File: src/logic/llc_pkg.sv
`default_nettype none

package llc_pkg;

    // line address split
    localparam int llc_line_bits = 28;
    localparam int llc_set_bits  = 4;
    localparam int llc_tag_bits  = llc_line_bits - llc_set_bits;
    localparam int llc_sets      = 1 << llc_set_bits;

    typedef logic [llc_line_bits-1:0] line_addr_t;
    typedef logic [llc_set_bits-1:0]  llc_set_t;
    typedef logic [llc_tag_bits-1:0]  llc_tag_t;

    // set sits in the low bits so a plain cast from line_addr_t works
    typedef struct packed {
        llc_tag_t tag;
        llc_set_t set;
    } line_br_t;

    // cpu request, also the stalled request
    typedef struct packed {
        line_addr_t addr;
        logic [1:0] op;
    } req_pkt_t;

    // coherence response
    typedef struct packed {
        line_addr_t addr;
        logic [1:0] rsp_type;
    } rsp_pkt_t;

    typedef struct packed {
        line_addr_t addr;
        logic       write;
    } dma_pkt_t;

    typedef enum logic [2:0] {
        look_rst,
        look_flush,
        look_rsp,
        look_req,
        look_dma
    } look_kind_t;

    // op is zero for sweep and dma looks
    typedef struct packed {
        look_kind_t kind;
        line_br_t   line_br;
        logic [1:0] op;
    } look_cmd_t;

endpackage

`default_nettype wire

File: src/logic/llc_chan_buf.sv
`timescale 1ns/1ps
`default_nettype none

module llc_chan_buf #(
    parameter type payload_t = logic
) (
    input  logic     clk,
    input  logic     rst,
    input  logic     in_valid,
    output logic     in_ready,
    input  payload_t in_data,
    output logic     buf_valid,
    output payload_t buf_data,
    input  logic     take
);

    logic accept;
    logic full_next;

    assign accept = in_valid && in_ready;

    // occupancy after this edge
    always_comb begin
        full_next = buf_valid;
        if (take && buf_valid) begin
            full_next = 1'b0;
        end
        if (accept) begin
            full_next = 1'b1;
        end
    end

    // ready is registered from the next occupancy, so it
    // falls right after a fill and rises right after a take
    always_ff @(posedge clk or negedge rst) begin
        if (!rst) begin
            buf_valid <= 1'b0;
            in_ready  <= 1'b0;
        end else begin
            buf_valid <= full_next;
            in_ready  <= !full_next;
        end
    end

    always_ff @(posedge clk) begin
        if (accept) begin
            buf_data <= in_data;
        end
    end

endmodule

`default_nettype wire

File: src/logic/llc_front_top.sv
`timescale 1ns/1ps
`default_nettype none

module llc_front_top
    import llc_pkg::*;
(
    input  logic      clk,
    input  logic      rst,
    input  logic      rsp_in_valid,
    output logic      rsp_in_ready,
    input  rsp_pkt_t  rsp_in,
    input  logic      req_in_valid,
    output logic      req_in_ready,
    input  req_pkt_t  req_in,
    input  logic      dma_in_valid,
    output logic      dma_in_ready,
    input  dma_pkt_t  dma_in,
    input  logic      rst_tb_valid,
    output logic      rst_tb_ready,
    input  logic      flush_req,
    output logic      look_valid,
    input  logic      look_ready,
    output look_cmd_t look
);

    logic      rsp_valid;
    logic      req_valid;
    logic      dma_valid;
    logic      rst_tb_buf_valid;
    rsp_pkt_t  rsp_data;
    req_pkt_t  req_data;
    dma_pkt_t  dma_data;
    logic      rst_tb_data;
    logic      rsp_take;
    logic      req_take;
    logic      dma_take;
    logic      rst_tb_take;
    logic      out_free;
    logic      look_wr;
    look_cmd_t look_cmd;

    logic      rst_stall;
    logic      flush_stall;
    logic      req_stall;
    logic      stalled_valid;
    llc_set_t  sweep_set;
    req_pkt_t  stalled_req;
    logic      outstanding_valid;
    line_br_t  outstanding;
    req_pkt_t  new_stalled_req;
    line_br_t  new_outstanding;
    logic      incr_sweep_set;
    logic      clr_rst_stall;
    logic      clr_flush_stall;
    logic      set_req_stall;
    logic      clr_req_stall;
    logic      take_stalled;
    logic      set_outstanding;
    logic      clr_outstanding;

    llc_chan_buf #(.payload_t(rsp_pkt_t)) i_rsp_buf (
        .clk       (clk),
        .rst       (rst),
        .in_valid  (rsp_in_valid),
        .in_ready  (rsp_in_ready),
        .in_data   (rsp_in),
        .buf_valid (rsp_valid),
        .buf_data  (rsp_data),
        .take      (rsp_take)
    );

    llc_chan_buf #(.payload_t(req_pkt_t)) i_req_buf (
        .clk       (clk),
        .rst       (rst),
        .in_valid  (req_in_valid),
        .in_ready  (req_in_ready),
        .in_data   (req_in),
        .buf_valid (req_valid),
        .buf_data  (req_data),
        .take      (req_take)
    );

    llc_chan_buf #(.payload_t(dma_pkt_t)) i_dma_buf (
        .clk       (clk),
        .rst       (rst),
        .in_valid  (dma_in_valid),
        .in_ready  (dma_in_ready),
        .in_data   (dma_in),
        .buf_valid (dma_valid),
        .buf_data  (dma_data),
        .take      (dma_take)
    );

    // rst_tb carries only a marker bit
    llc_chan_buf #(.payload_t(logic)) i_rst_tb_buf (
        .clk       (clk),
        .rst       (rst),
        .in_valid  (rst_tb_valid),
        .in_ready  (rst_tb_ready),
        .in_data   (1'b1),
        .buf_valid (rst_tb_buf_valid),
        .buf_data  (rst_tb_data),
        .take      (rst_tb_take)
    );

    llc_chan_buf #(.payload_t(look_cmd_t)) i_look_buf (
        .clk       (clk),
        .rst       (rst),
        .in_valid  (look_wr),
        .in_ready  (out_free),
        .in_data   (look_cmd),
        .buf_valid (look_valid),
        .buf_data  (look),
        .take      (look_ready && look_valid)
    );

    llc_stall_ctrl i_stall_ctrl (
        .clk               (clk),
        .rst               (rst),
        .flush_req         (flush_req),
        .incr_sweep_set    (incr_sweep_set),
        .clr_rst_stall     (clr_rst_stall),
        .clr_flush_stall   (clr_flush_stall),
        .rst_tb_taken      (rst_tb_take),
        .set_req_stall     (set_req_stall),
        .clr_req_stall     (clr_req_stall),
        .take_stalled      (take_stalled),
        .set_outstanding   (set_outstanding),
        .clr_outstanding   (clr_outstanding),
        .new_stalled_req   (new_stalled_req),
        .new_outstanding   (new_outstanding),
        .rst_stall         (rst_stall),
        .flush_stall       (flush_stall),
        .req_stall         (req_stall),
        .stalled_valid     (stalled_valid),
        .sweep_set         (sweep_set),
        .stalled_req       (stalled_req),
        .outstanding_valid (outstanding_valid),
        .outstanding       (outstanding)
    );

    llc_input_decoder i_input_decoder (
        .clk               (clk),
        .rst               (rst),
        .rsp_valid         (rsp_valid),
        .rsp_data          (rsp_data),
        .rsp_take          (rsp_take),
        .req_valid         (req_valid),
        .req_data          (req_data),
        .req_take          (req_take),
        .dma_valid         (dma_valid),
        .dma_data          (dma_data),
        .dma_take          (dma_take),
        .rst_tb_valid      (rst_tb_buf_valid),
        .rst_tb_data       (rst_tb_data),
        .rst_tb_take       (rst_tb_take),
        .out_free          (out_free),
        .look_wr           (look_wr),
        .look_cmd          (look_cmd),
        .rst_stall         (rst_stall),
        .flush_stall       (flush_stall),
        .req_stall         (req_stall),
        .sweep_set         (sweep_set),
        .stalled_valid     (stalled_valid),
        .stalled_req       (stalled_req),
        .outstanding_valid (outstanding_valid),
        .outstanding       (outstanding),
        .incr_sweep_set    (incr_sweep_set),
        .clr_rst_stall     (clr_rst_stall),
        .clr_flush_stall   (clr_flush_stall),
        .set_req_stall     (set_req_stall),
        .clr_req_stall     (clr_req_stall),
        .take_stalled      (take_stalled),
        .set_outstanding   (set_outstanding),
        .clr_outstanding   (clr_outstanding),
        .new_stalled_req   (new_stalled_req),
        .new_outstanding   (new_outstanding)
    );

endmodule

`default_nettype wire

File: src/logic/llc_input_decoder.sv
`timescale 1ns/1ps
`default_nettype none

module llc_input_decoder
    import llc_pkg::*;
(
    input  logic      clk,
    input  logic      rst,
    input  logic      rsp_valid,
    input  rsp_pkt_t  rsp_data,
    output logic      rsp_take,
    input  logic      req_valid,
    input  req_pkt_t  req_data,
    output logic      req_take,
    input  logic      dma_valid,
    input  dma_pkt_t  dma_data,
    output logic      dma_take,
    input  logic      rst_tb_valid,
    input  logic      rst_tb_data,
    output logic      rst_tb_take,
    input  logic      out_free,
    output logic      look_wr,
    output look_cmd_t look_cmd,
    input  logic      rst_stall,
    input  logic      flush_stall,
    input  logic      req_stall,
    input  llc_set_t  sweep_set,
    input  logic      stalled_valid,
    input  req_pkt_t  stalled_req,
    input  logic      outstanding_valid,
    input  line_br_t  outstanding,
    output logic      incr_sweep_set,
    output logic      clr_rst_stall,
    output logic      clr_flush_stall,
    output logic      set_req_stall,
    output logic      clr_req_stall,
    output logic      take_stalled,
    output logic      set_outstanding,
    output logic      clr_outstanding,
    output req_pkt_t  new_stalled_req,
    output line_br_t  new_outstanding
);

    typedef enum logic [1:0] {
        st_idle,
        st_decode,
        st_set,
        st_stall
    } state_t;

    state_t state;
    state_t next_state;

    always_ff @(posedge clk or negedge rst) begin
        if (!rst) begin
            state <= st_idle;
        end else begin
            state <= next_state;
        end
    end

    // idle holds until the output buffer has room
    always_comb begin
        next_state = state;
        case (state)
            st_idle:   if (out_free) next_state = st_decode;
            st_decode: next_state = st_set;
            st_set:    next_state = st_stall;
            default:   next_state = st_idle;
        endcase
    end

    logic can_get_rsp;
    logic can_get_req;
    logic can_get_dma;
    logic can_get_rst_tb;

    always_ff @(posedge clk or negedge rst) begin
        if (!rst) begin
            can_get_rsp    <= 1'b0;
            can_get_req    <= 1'b0;
            can_get_dma    <= 1'b0;
            can_get_rst_tb <= 1'b0;
        end else begin
            can_get_rsp    <= rsp_valid;
            can_get_req    <= req_valid;
            can_get_dma    <= dma_valid;
            can_get_rst_tb <= rst_tb_valid && rst_tb_data;
        end
    end

    logic [7:0] sel_next;
    logic [7:0] sel;
    line_addr_t addr_sel;
    logic [1:0] op_sel;
    logic       req_hit;
    line_br_t   line_br_q;
    logic [1:0] op_q;

    // sel bit 0 rst sweep, 1 flush sweep, 2 rst_tb, 3 rsp,
    // 4 stalled req, 5 req issue, 6 req to stall, 7 dma
    assign req_hit = outstanding_valid
                     && (req_data.addr == {outstanding.tag, outstanding.set});

    always_comb begin
        sel_next = '0;
        addr_sel = '0;
        op_sel   = '0;
        if (rst_stall) begin
            sel_next[0] = 1'b1;
            addr_sel    = line_addr_t'(sweep_set);
        end else if (flush_stall) begin
            sel_next[1] = 1'b1;
            addr_sel    = line_addr_t'(sweep_set);
        end else if (can_get_rst_tb) begin
            sel_next[2] = 1'b1;
        end else if (can_get_rsp) begin
            sel_next[3] = 1'b1;
            addr_sel    = rsp_data.addr;
            op_sel      = rsp_data.rsp_type;
        end else if (!req_stall && stalled_valid) begin
            sel_next[4] = 1'b1;
            addr_sel    = stalled_req.addr;
            op_sel      = stalled_req.op;
        end else if (!req_stall && can_get_req) begin
            // same line as the open miss waits for its response
            sel_next[5] = !req_hit;
            sel_next[6] = req_hit;
            addr_sel    = req_data.addr;
            op_sel      = req_data.op;
        end else if (!req_stall && can_get_dma) begin
            sel_next[7] = 1'b1;
            addr_sel    = dma_data.addr;
        end
    end

    always_ff @(posedge clk or negedge rst) begin
        if (!rst) begin
            sel <= '0;
        end else if (state == st_decode) begin
            sel <= sel_next;
        end
    end

    always_ff @(posedge clk) begin
        if (state == st_decode) begin
            line_br_q.tag <= addr_sel[llc_line_bits-1:llc_set_bits];
            line_br_q.set <= addr_sel[llc_set_bits-1:0];
            op_q          <= op_sel;
        end
    end

    // set state
    assign rsp_take     = (state == st_set) && sel[3];
    assign take_stalled = (state == st_set) && sel[4];
    assign req_take     = (state == st_set) && (sel[5] || sel[6]);
    assign dma_take     = (state == st_set) && sel[7];
    assign rst_tb_take  = (state == st_set) && sel[2];
    assign look_wr      = (state == st_set) && (|{sel[7], sel[5:3], sel[1:0]});

    always_comb begin
        look_cmd.line_br = line_br_q;
        look_cmd.op      = op_q;
        if (sel[0]) begin
            look_cmd.kind = look_rst;
        end else if (sel[1]) begin
            look_cmd.kind = look_flush;
        end else if (sel[3]) begin
            look_cmd.kind = look_rsp;
        end else if (sel[7]) begin
            look_cmd.kind = look_dma;
        end else begin
            look_cmd.kind = look_req;
        end
    end

    // stall state
    logic last_set;
    logic rsp_hit;

    assign last_set = (sweep_set == llc_set_t'(llc_sets - 1));
    assign rsp_hit  = sel[3] && outstanding_valid && (line_br_q == outstanding);

    assign incr_sweep_set  = (state == st_stall) && (sel[0] || sel[1]);
    assign clr_rst_stall   = (state == st_stall) && sel[0] && last_set;
    assign clr_flush_stall = (state == st_stall) && sel[1] && last_set;
    assign set_req_stall   = (state == st_stall) && sel[6];
    assign set_outstanding = (state == st_stall) && (sel[4] || sel[5]);
    assign clr_outstanding = (state == st_stall) && rsp_hit;
    assign clr_req_stall   = (state == st_stall) && rsp_hit;

    assign new_stalled_req.addr = {line_br_q.tag, line_br_q.set};
    assign new_stalled_req.op   = op_q;
    assign new_outstanding      = line_br_q;

endmodule

`default_nettype wire

File: src/logic/llc_stall_ctrl.sv
`timescale 1ns/1ps
`default_nettype none

module llc_stall_ctrl
    import llc_pkg::*;
(
    input  logic     clk,
    input  logic     rst,
    input  logic     flush_req,
    input  logic     incr_sweep_set,
    input  logic     clr_rst_stall,
    input  logic     clr_flush_stall,
    input  logic     rst_tb_taken,
    input  logic     set_req_stall,
    input  logic     clr_req_stall,
    input  logic     take_stalled,
    input  logic     set_outstanding,
    input  logic     clr_outstanding,
    input  req_pkt_t new_stalled_req,
    input  line_br_t new_outstanding,
    output logic     rst_stall,
    output logic     flush_stall,
    output logic     req_stall,
    output logic     stalled_valid,
    output llc_set_t sweep_set,
    output req_pkt_t stalled_req,
    output logic     outstanding_valid,
    output line_br_t outstanding
);

    logic flush_pend;
    logic flush_start;

    // flush waits until no sweep is running
    assign flush_start = flush_pend && !rst_stall && !flush_stall;

    always_ff @(posedge clk or negedge rst) begin
        if (!rst) begin
            rst_stall   <= 1'b1;
            flush_stall <= 1'b0;
            flush_pend  <= 1'b0;
            sweep_set   <= '0;
        end else begin
            flush_pend <= flush_req || (flush_pend && !flush_start);
            if (rst_tb_taken) begin
                rst_stall <= 1'b1;
            end else if (clr_rst_stall) begin
                rst_stall <= 1'b0;
            end
            if (flush_start) begin
                flush_stall <= 1'b1;
            end else if (clr_flush_stall) begin
                flush_stall <= 1'b0;
            end
            // wraps back to 0 after set 15
            if (rst_tb_taken || flush_start) begin
                sweep_set <= '0;
            end else if (incr_sweep_set) begin
                sweep_set <= sweep_set + llc_set_t'(1);
            end
        end
    end

    always_ff @(posedge clk or negedge rst) begin
        if (!rst) begin
            req_stall         <= 1'b0;
            stalled_valid     <= 1'b0;
            outstanding_valid <= 1'b0;
        end else begin
            if (set_req_stall) begin
                req_stall     <= 1'b1;
                stalled_valid <= 1'b1;
            end else begin
                if (clr_req_stall) begin
                    req_stall <= 1'b0;
                end
                if (take_stalled) begin
                    stalled_valid <= 1'b0;
                end
            end
            if (set_outstanding) begin
                outstanding_valid <= 1'b1;
            end else if (clr_outstanding) begin
                outstanding_valid <= 1'b0;
            end
        end
    end

    always_ff @(posedge clk) begin
        if (set_req_stall) begin
            stalled_req <= new_stalled_req;
        end
        if (set_outstanding) begin
            outstanding <= new_outstanding;
        end
    end

endmodule

`default_nettype wire

File: config.mk
export PLATFORM = sky130hd
export DESIGN_NAME = llc_front_top
export DESIGN_NICKNAME = d
export VERILOG_FILES = /design/src/logic/llc_pkg.sv /design/src/logic/llc_chan_buf.sv /design/src/logic/llc_front_top.sv /design/src/logic/llc_input_decoder.sv /design/src/logic/llc_stall_ctrl.sv
export SDC_FILE = /design/constraint.sdc
export NUM_CORES = 1
export LEC_CHECK = 0
export BUFFER_PORTS_ARGS = -buffer_cell sky130_fd_sc_hd__buf_2
export CAP_MARGIN = 20
export CORE_MARGIN = 3
export CORE_UTILIZATION = 48
export CTS_CLUSTER_DIAMETER = 100
export DETAILED_ROUTE_END_ITERATION = 12
export GPL_ROUTABILITY_DRIVEN = 0
export PLACE_DENSITY = 0.74
export SLEW_MARGIN = 30
export SYNTH_ARGS = -nofsm -noshare
export SYNTH_HDL_FRONTEND = slang
export SYNTH_SLANG_ARGS = --single-unit
export TNS_END_PERCENT = 5
File: constraint.sdc
create_clock -name clk -period 6.25 [get_ports clk]
set_clock_uncertainty 0.05 [all_clocks]
set_input_delay 1.25 -clock clk [delete_from_list [all_inputs] [get_ports clk]]
set_output_delay 1.25 -clock clk [all_outputs]
set_load 0.02 [all_outputs]
==> flow_summary.yaml <==
status:
  status: "completed"
sta:
  setup_viol: 0
  finalMaxSlewViolations: 0
  fin_crit_ns: 2.42
  slew_headroom_pct: 43.0
  whs_ns: 0.322
  setup_tns_ns: 0
  fmax_mhz: 414
  hold_viol_final: 0
  rsz0062_at_grt: "no"
  post-route-period-util_pct: 38.7
  worst_slew_pin_slew_ns: 0.855
floorplanning:
  die_h_um: 145
  start_util_pct: 49.1
  num_rows: 50
  core-area_um2: 18800
  ios: 135
  fp.dieW_um: 145
  dieArea_um2: 21000
critical_path:
  startpoint_type: "flop"
  arrival_ns: 2.54
  crit_type: "reg2reg"
  crit_chain: "inv_1, ha_1, nand2_1, a21oi_4, buf_4"
  crit_path_end_kind: "flop"
  crit_required_ns: 6.37
  regToRegEndpoint: "i_look_buf.buf_data[4]"
  timing.rr.start: "i_input_decoder.state[0]"
  r2r_cells: 5
  crit_path_max_incr_delay_ns: 0.55
  cp_slowest_cell: "a21oi_4"
  critPathLaunch: "i_input_decoder.state[0]"
  crit_fanout: 20
  r2r_slack_ns: 3.83
clock_tree:
  cts_buffers: 25
  clock-sinks: 243
  worstSkewPairLatency_ns: 0.50
  ctsRootBufferMaster: "clkbuf_16"
  path_clk_slew_ns: 0.06
  cts_tree: "yes"
  post-cts-setup-buffer-count: 0
  htree_levels: 1
  cts.path.max_buffers: 3
  hold_buffers: 0
  cts-resized-gates: 0
power_and_ir_drop:
  p_per_area_nw_per_um2: 390
  switching_power_w: 0.00120
  power_frac_comb_pct: 15.3
  vdd_drop_max_uv: 217
  internal-power_w: 0.00310
  clkPwrFrac_pct: 32.4
  p_leak_nw: 4.06
  switching_share_pct: 27.9
  p_seq_share_pct: 52.3
detailed_routing:
  drt_wl_total_um: 21000
  viasPerCell: 5.49
  dr.pass1.iters: 5
  wl_met1_um: 8790
  drc: 0
  routed.top_layer: "met4"
  wl_met3_um: 1560
  wl_met2_um: 10100
  wire_per_inst_um: 20.6
  drt-initial-drc-count: 476
  vias: 5583
  ant_nets: 0
synthesis:
  synth.largest_area_cell: "edfxtp_1"
  postSynthAreaPerCell_um2: 15.5
  syn-num-nets: 698
  synth_common_cells: "209 x edfxtp_1, 63 x nor2_1, 33 x dfrtp_1, 33 x xor2_1"
  ys.flop_type: "edfxtp_1"
  synth_top_area_share_pct: 67.9
  ys_ff_latch: 243
  synth_most_common_cell: "edfxtp_1"
  yosysWarnings: 0
  netlist_area_um2: 9240
  yosysUniqueCellTypes: 41
  seq_area_frac_synth_pct: 77.1
  synthTopCellsByArea: "edfxtp_1 68%, dfrtp_1 8.9%, xor2_1 3.1%, a221oi_1 2.7%, nor2_1 2.6%"
  syn_inst: 595
  synth-edff-count: 209
  async_flop_share_pct: 14.0
grt:
  antenna_found_initial: 0
  grt_max_degree: 63
  grt_pass1_wl_um: 31800
  grt_pass1_vias: 5836
  overflow: 0
  track_usage_pct: 19.9
finish:
  synthToLayoutAreaGrowth_pct: 19.2
  multi_input_area_um2: 1990
  regArea_um2: 7130
  final_nets: 845
  num_antenna_cells: 0
  drive_above_1_share_pct: 25.4
  nFillCells: 1478
min_path:
  hold_path_class: "reg2reg"
  hold_start: "i_rsp_buf.buf_valid"
  hold_end: "i_input_decoder.can_get_rsp"
  min_path_cells: 0
placed_design:
  port_buffers: 133
  dp_hpwl_um: 13600
run:
  maxCapViolCount: 0
[cells in the final DEF, fill, tap and decap left out, types with 5 or more instances in the layout]
| cell type | instances |
|---|---|
| dfrtp_1 | 32 |
| nor4_1 | 10 |
| nor2_1 | 63 |
| buf_2 | 133 |
| nand4_1 | 10 |
| nor3_1 | 30 |
| xnor2_1 | 26 |
| xor2_1 | 33 |
| clkbuf_16 | 26 |
| ha_1 | 5 |
| inv_1 | 14 |
| o21ai_0 | 13 |
| a21oi_1 | 29 |
| a221oi_1 | 28 |
| buf_4 | 11 |
| edfxtp_1 | 209 |
| clkinv_2 | 5 |
| nand2_1 | 26 |
| a21o_1 | 8 |
[worst max-delay path: cells and delay by family, from the launching register on]
kind	cells	cell delay (ns)
compound gates	1	0.55
fa+ha+maj	1	0.29
flops	1	0.46
buf+inv	2	0.58
simple gates	1	0.13
[per-stage QoR]
step	power, W	setup slack, ns	area, µm²	std cells	utilization (%)
3_5_place_dp	0.00293	3.80	10200	975	54.4
6_report	0.00430	3.83	11000	1017	58.5
4_1_cts	0.00433	3.76	11000	1017	58.5
5_1_grt	0.00448	3.71	11000	1017	58.5
2_1_floorplan	0.00264	3.30	9240	595	-
3_3_place_gp	0.00289	3.82	10200	975	54.3
[kinds of logic (layout without fill, tap and decap cells)]
| family | after synthesis | in the layout | synth area share (%) |
|---|---|---|---|
| DFF | 243 | 243 | 77.1 |
| and+or+nand+nor | 158 | 158 | 7.96 |
| AOI/OAI and AO/OA | 88 | 88 | 6.38 |
| xor gates and xnor gates | 59 | 59 | 5.59 |
| buffers and inverters | 38 | 200 | 1.76 |
| adders and majority gates | 6 | 6 | 0.812 |
| muxes | 3 | 3 | 0.352 |
[flip-flops by register name, summed over array words and instances (netlist names), 2 cells and up]
signal                    cells
i_input_decoder.look_cmd     28
i_look_buf.buf_data          33
i_dma_buf.buf_data           28
i_req_buf.buf_data           30
i_stall_ctrl.stalled_req     30
i_stall_ctrl.outstanding     28
i_stall_ctrl.sweep_set        4
i_input_decoder.sel           8
i_input_decoder.op_q          2
i_input_decoder.state         2
i_rsp_buf.buf_data           30
[area by class of cell]
class | count | share of cell area [%]
multi-input combinational | 314 | 18.1
clock buffer | 28 | 6.07
sequential | 243 | 64.8
inverter | 14 | 0.477
timing repair buffer | 144 | 6.79
tap | 260 | 2.95
clock inverter | 14 | 0.897
[worst max-delay path by stage]
stage	slack [ns]	end	cells past startpoint
after floorplan	3.30	i_look_buf.buf_data[0]	4
after global placement	3.82	i_input_decoder.look_cmd[5]	6
after detailed placement	3.80	i_input_decoder.look_cmd[3]	6
after CTS	3.76	i_input_decoder.look_cmd[3]	6
after global routing	3.71	i_look_buf.buf_data[3]	5
final	3.83	i_look_buf.buf_data[4]	5
[power by group through the flow]
stage	Sequential [W]	Combinational, W	Clock, W
floorplan	0.00230	0.000336	0
global placement	0.00226	0.000627	0
detailed placement	0.00228	0.000659	0
CTS	0.00225	0.000664	0.00142
global route	0.00227	0.000719	0.00149
finish	0.00225	0.000659	0.00139
[layer usage]
layer / vias to the layer above / global-route usage, %
met2: 275 / 32.3
met5: - / 0
met3: 41 / 3.71
met1: 2746 / 27.4
met4: 0 / 6.63
li1: 2521 / -
No activity file was read; power rests on OpenSTA's default activity.
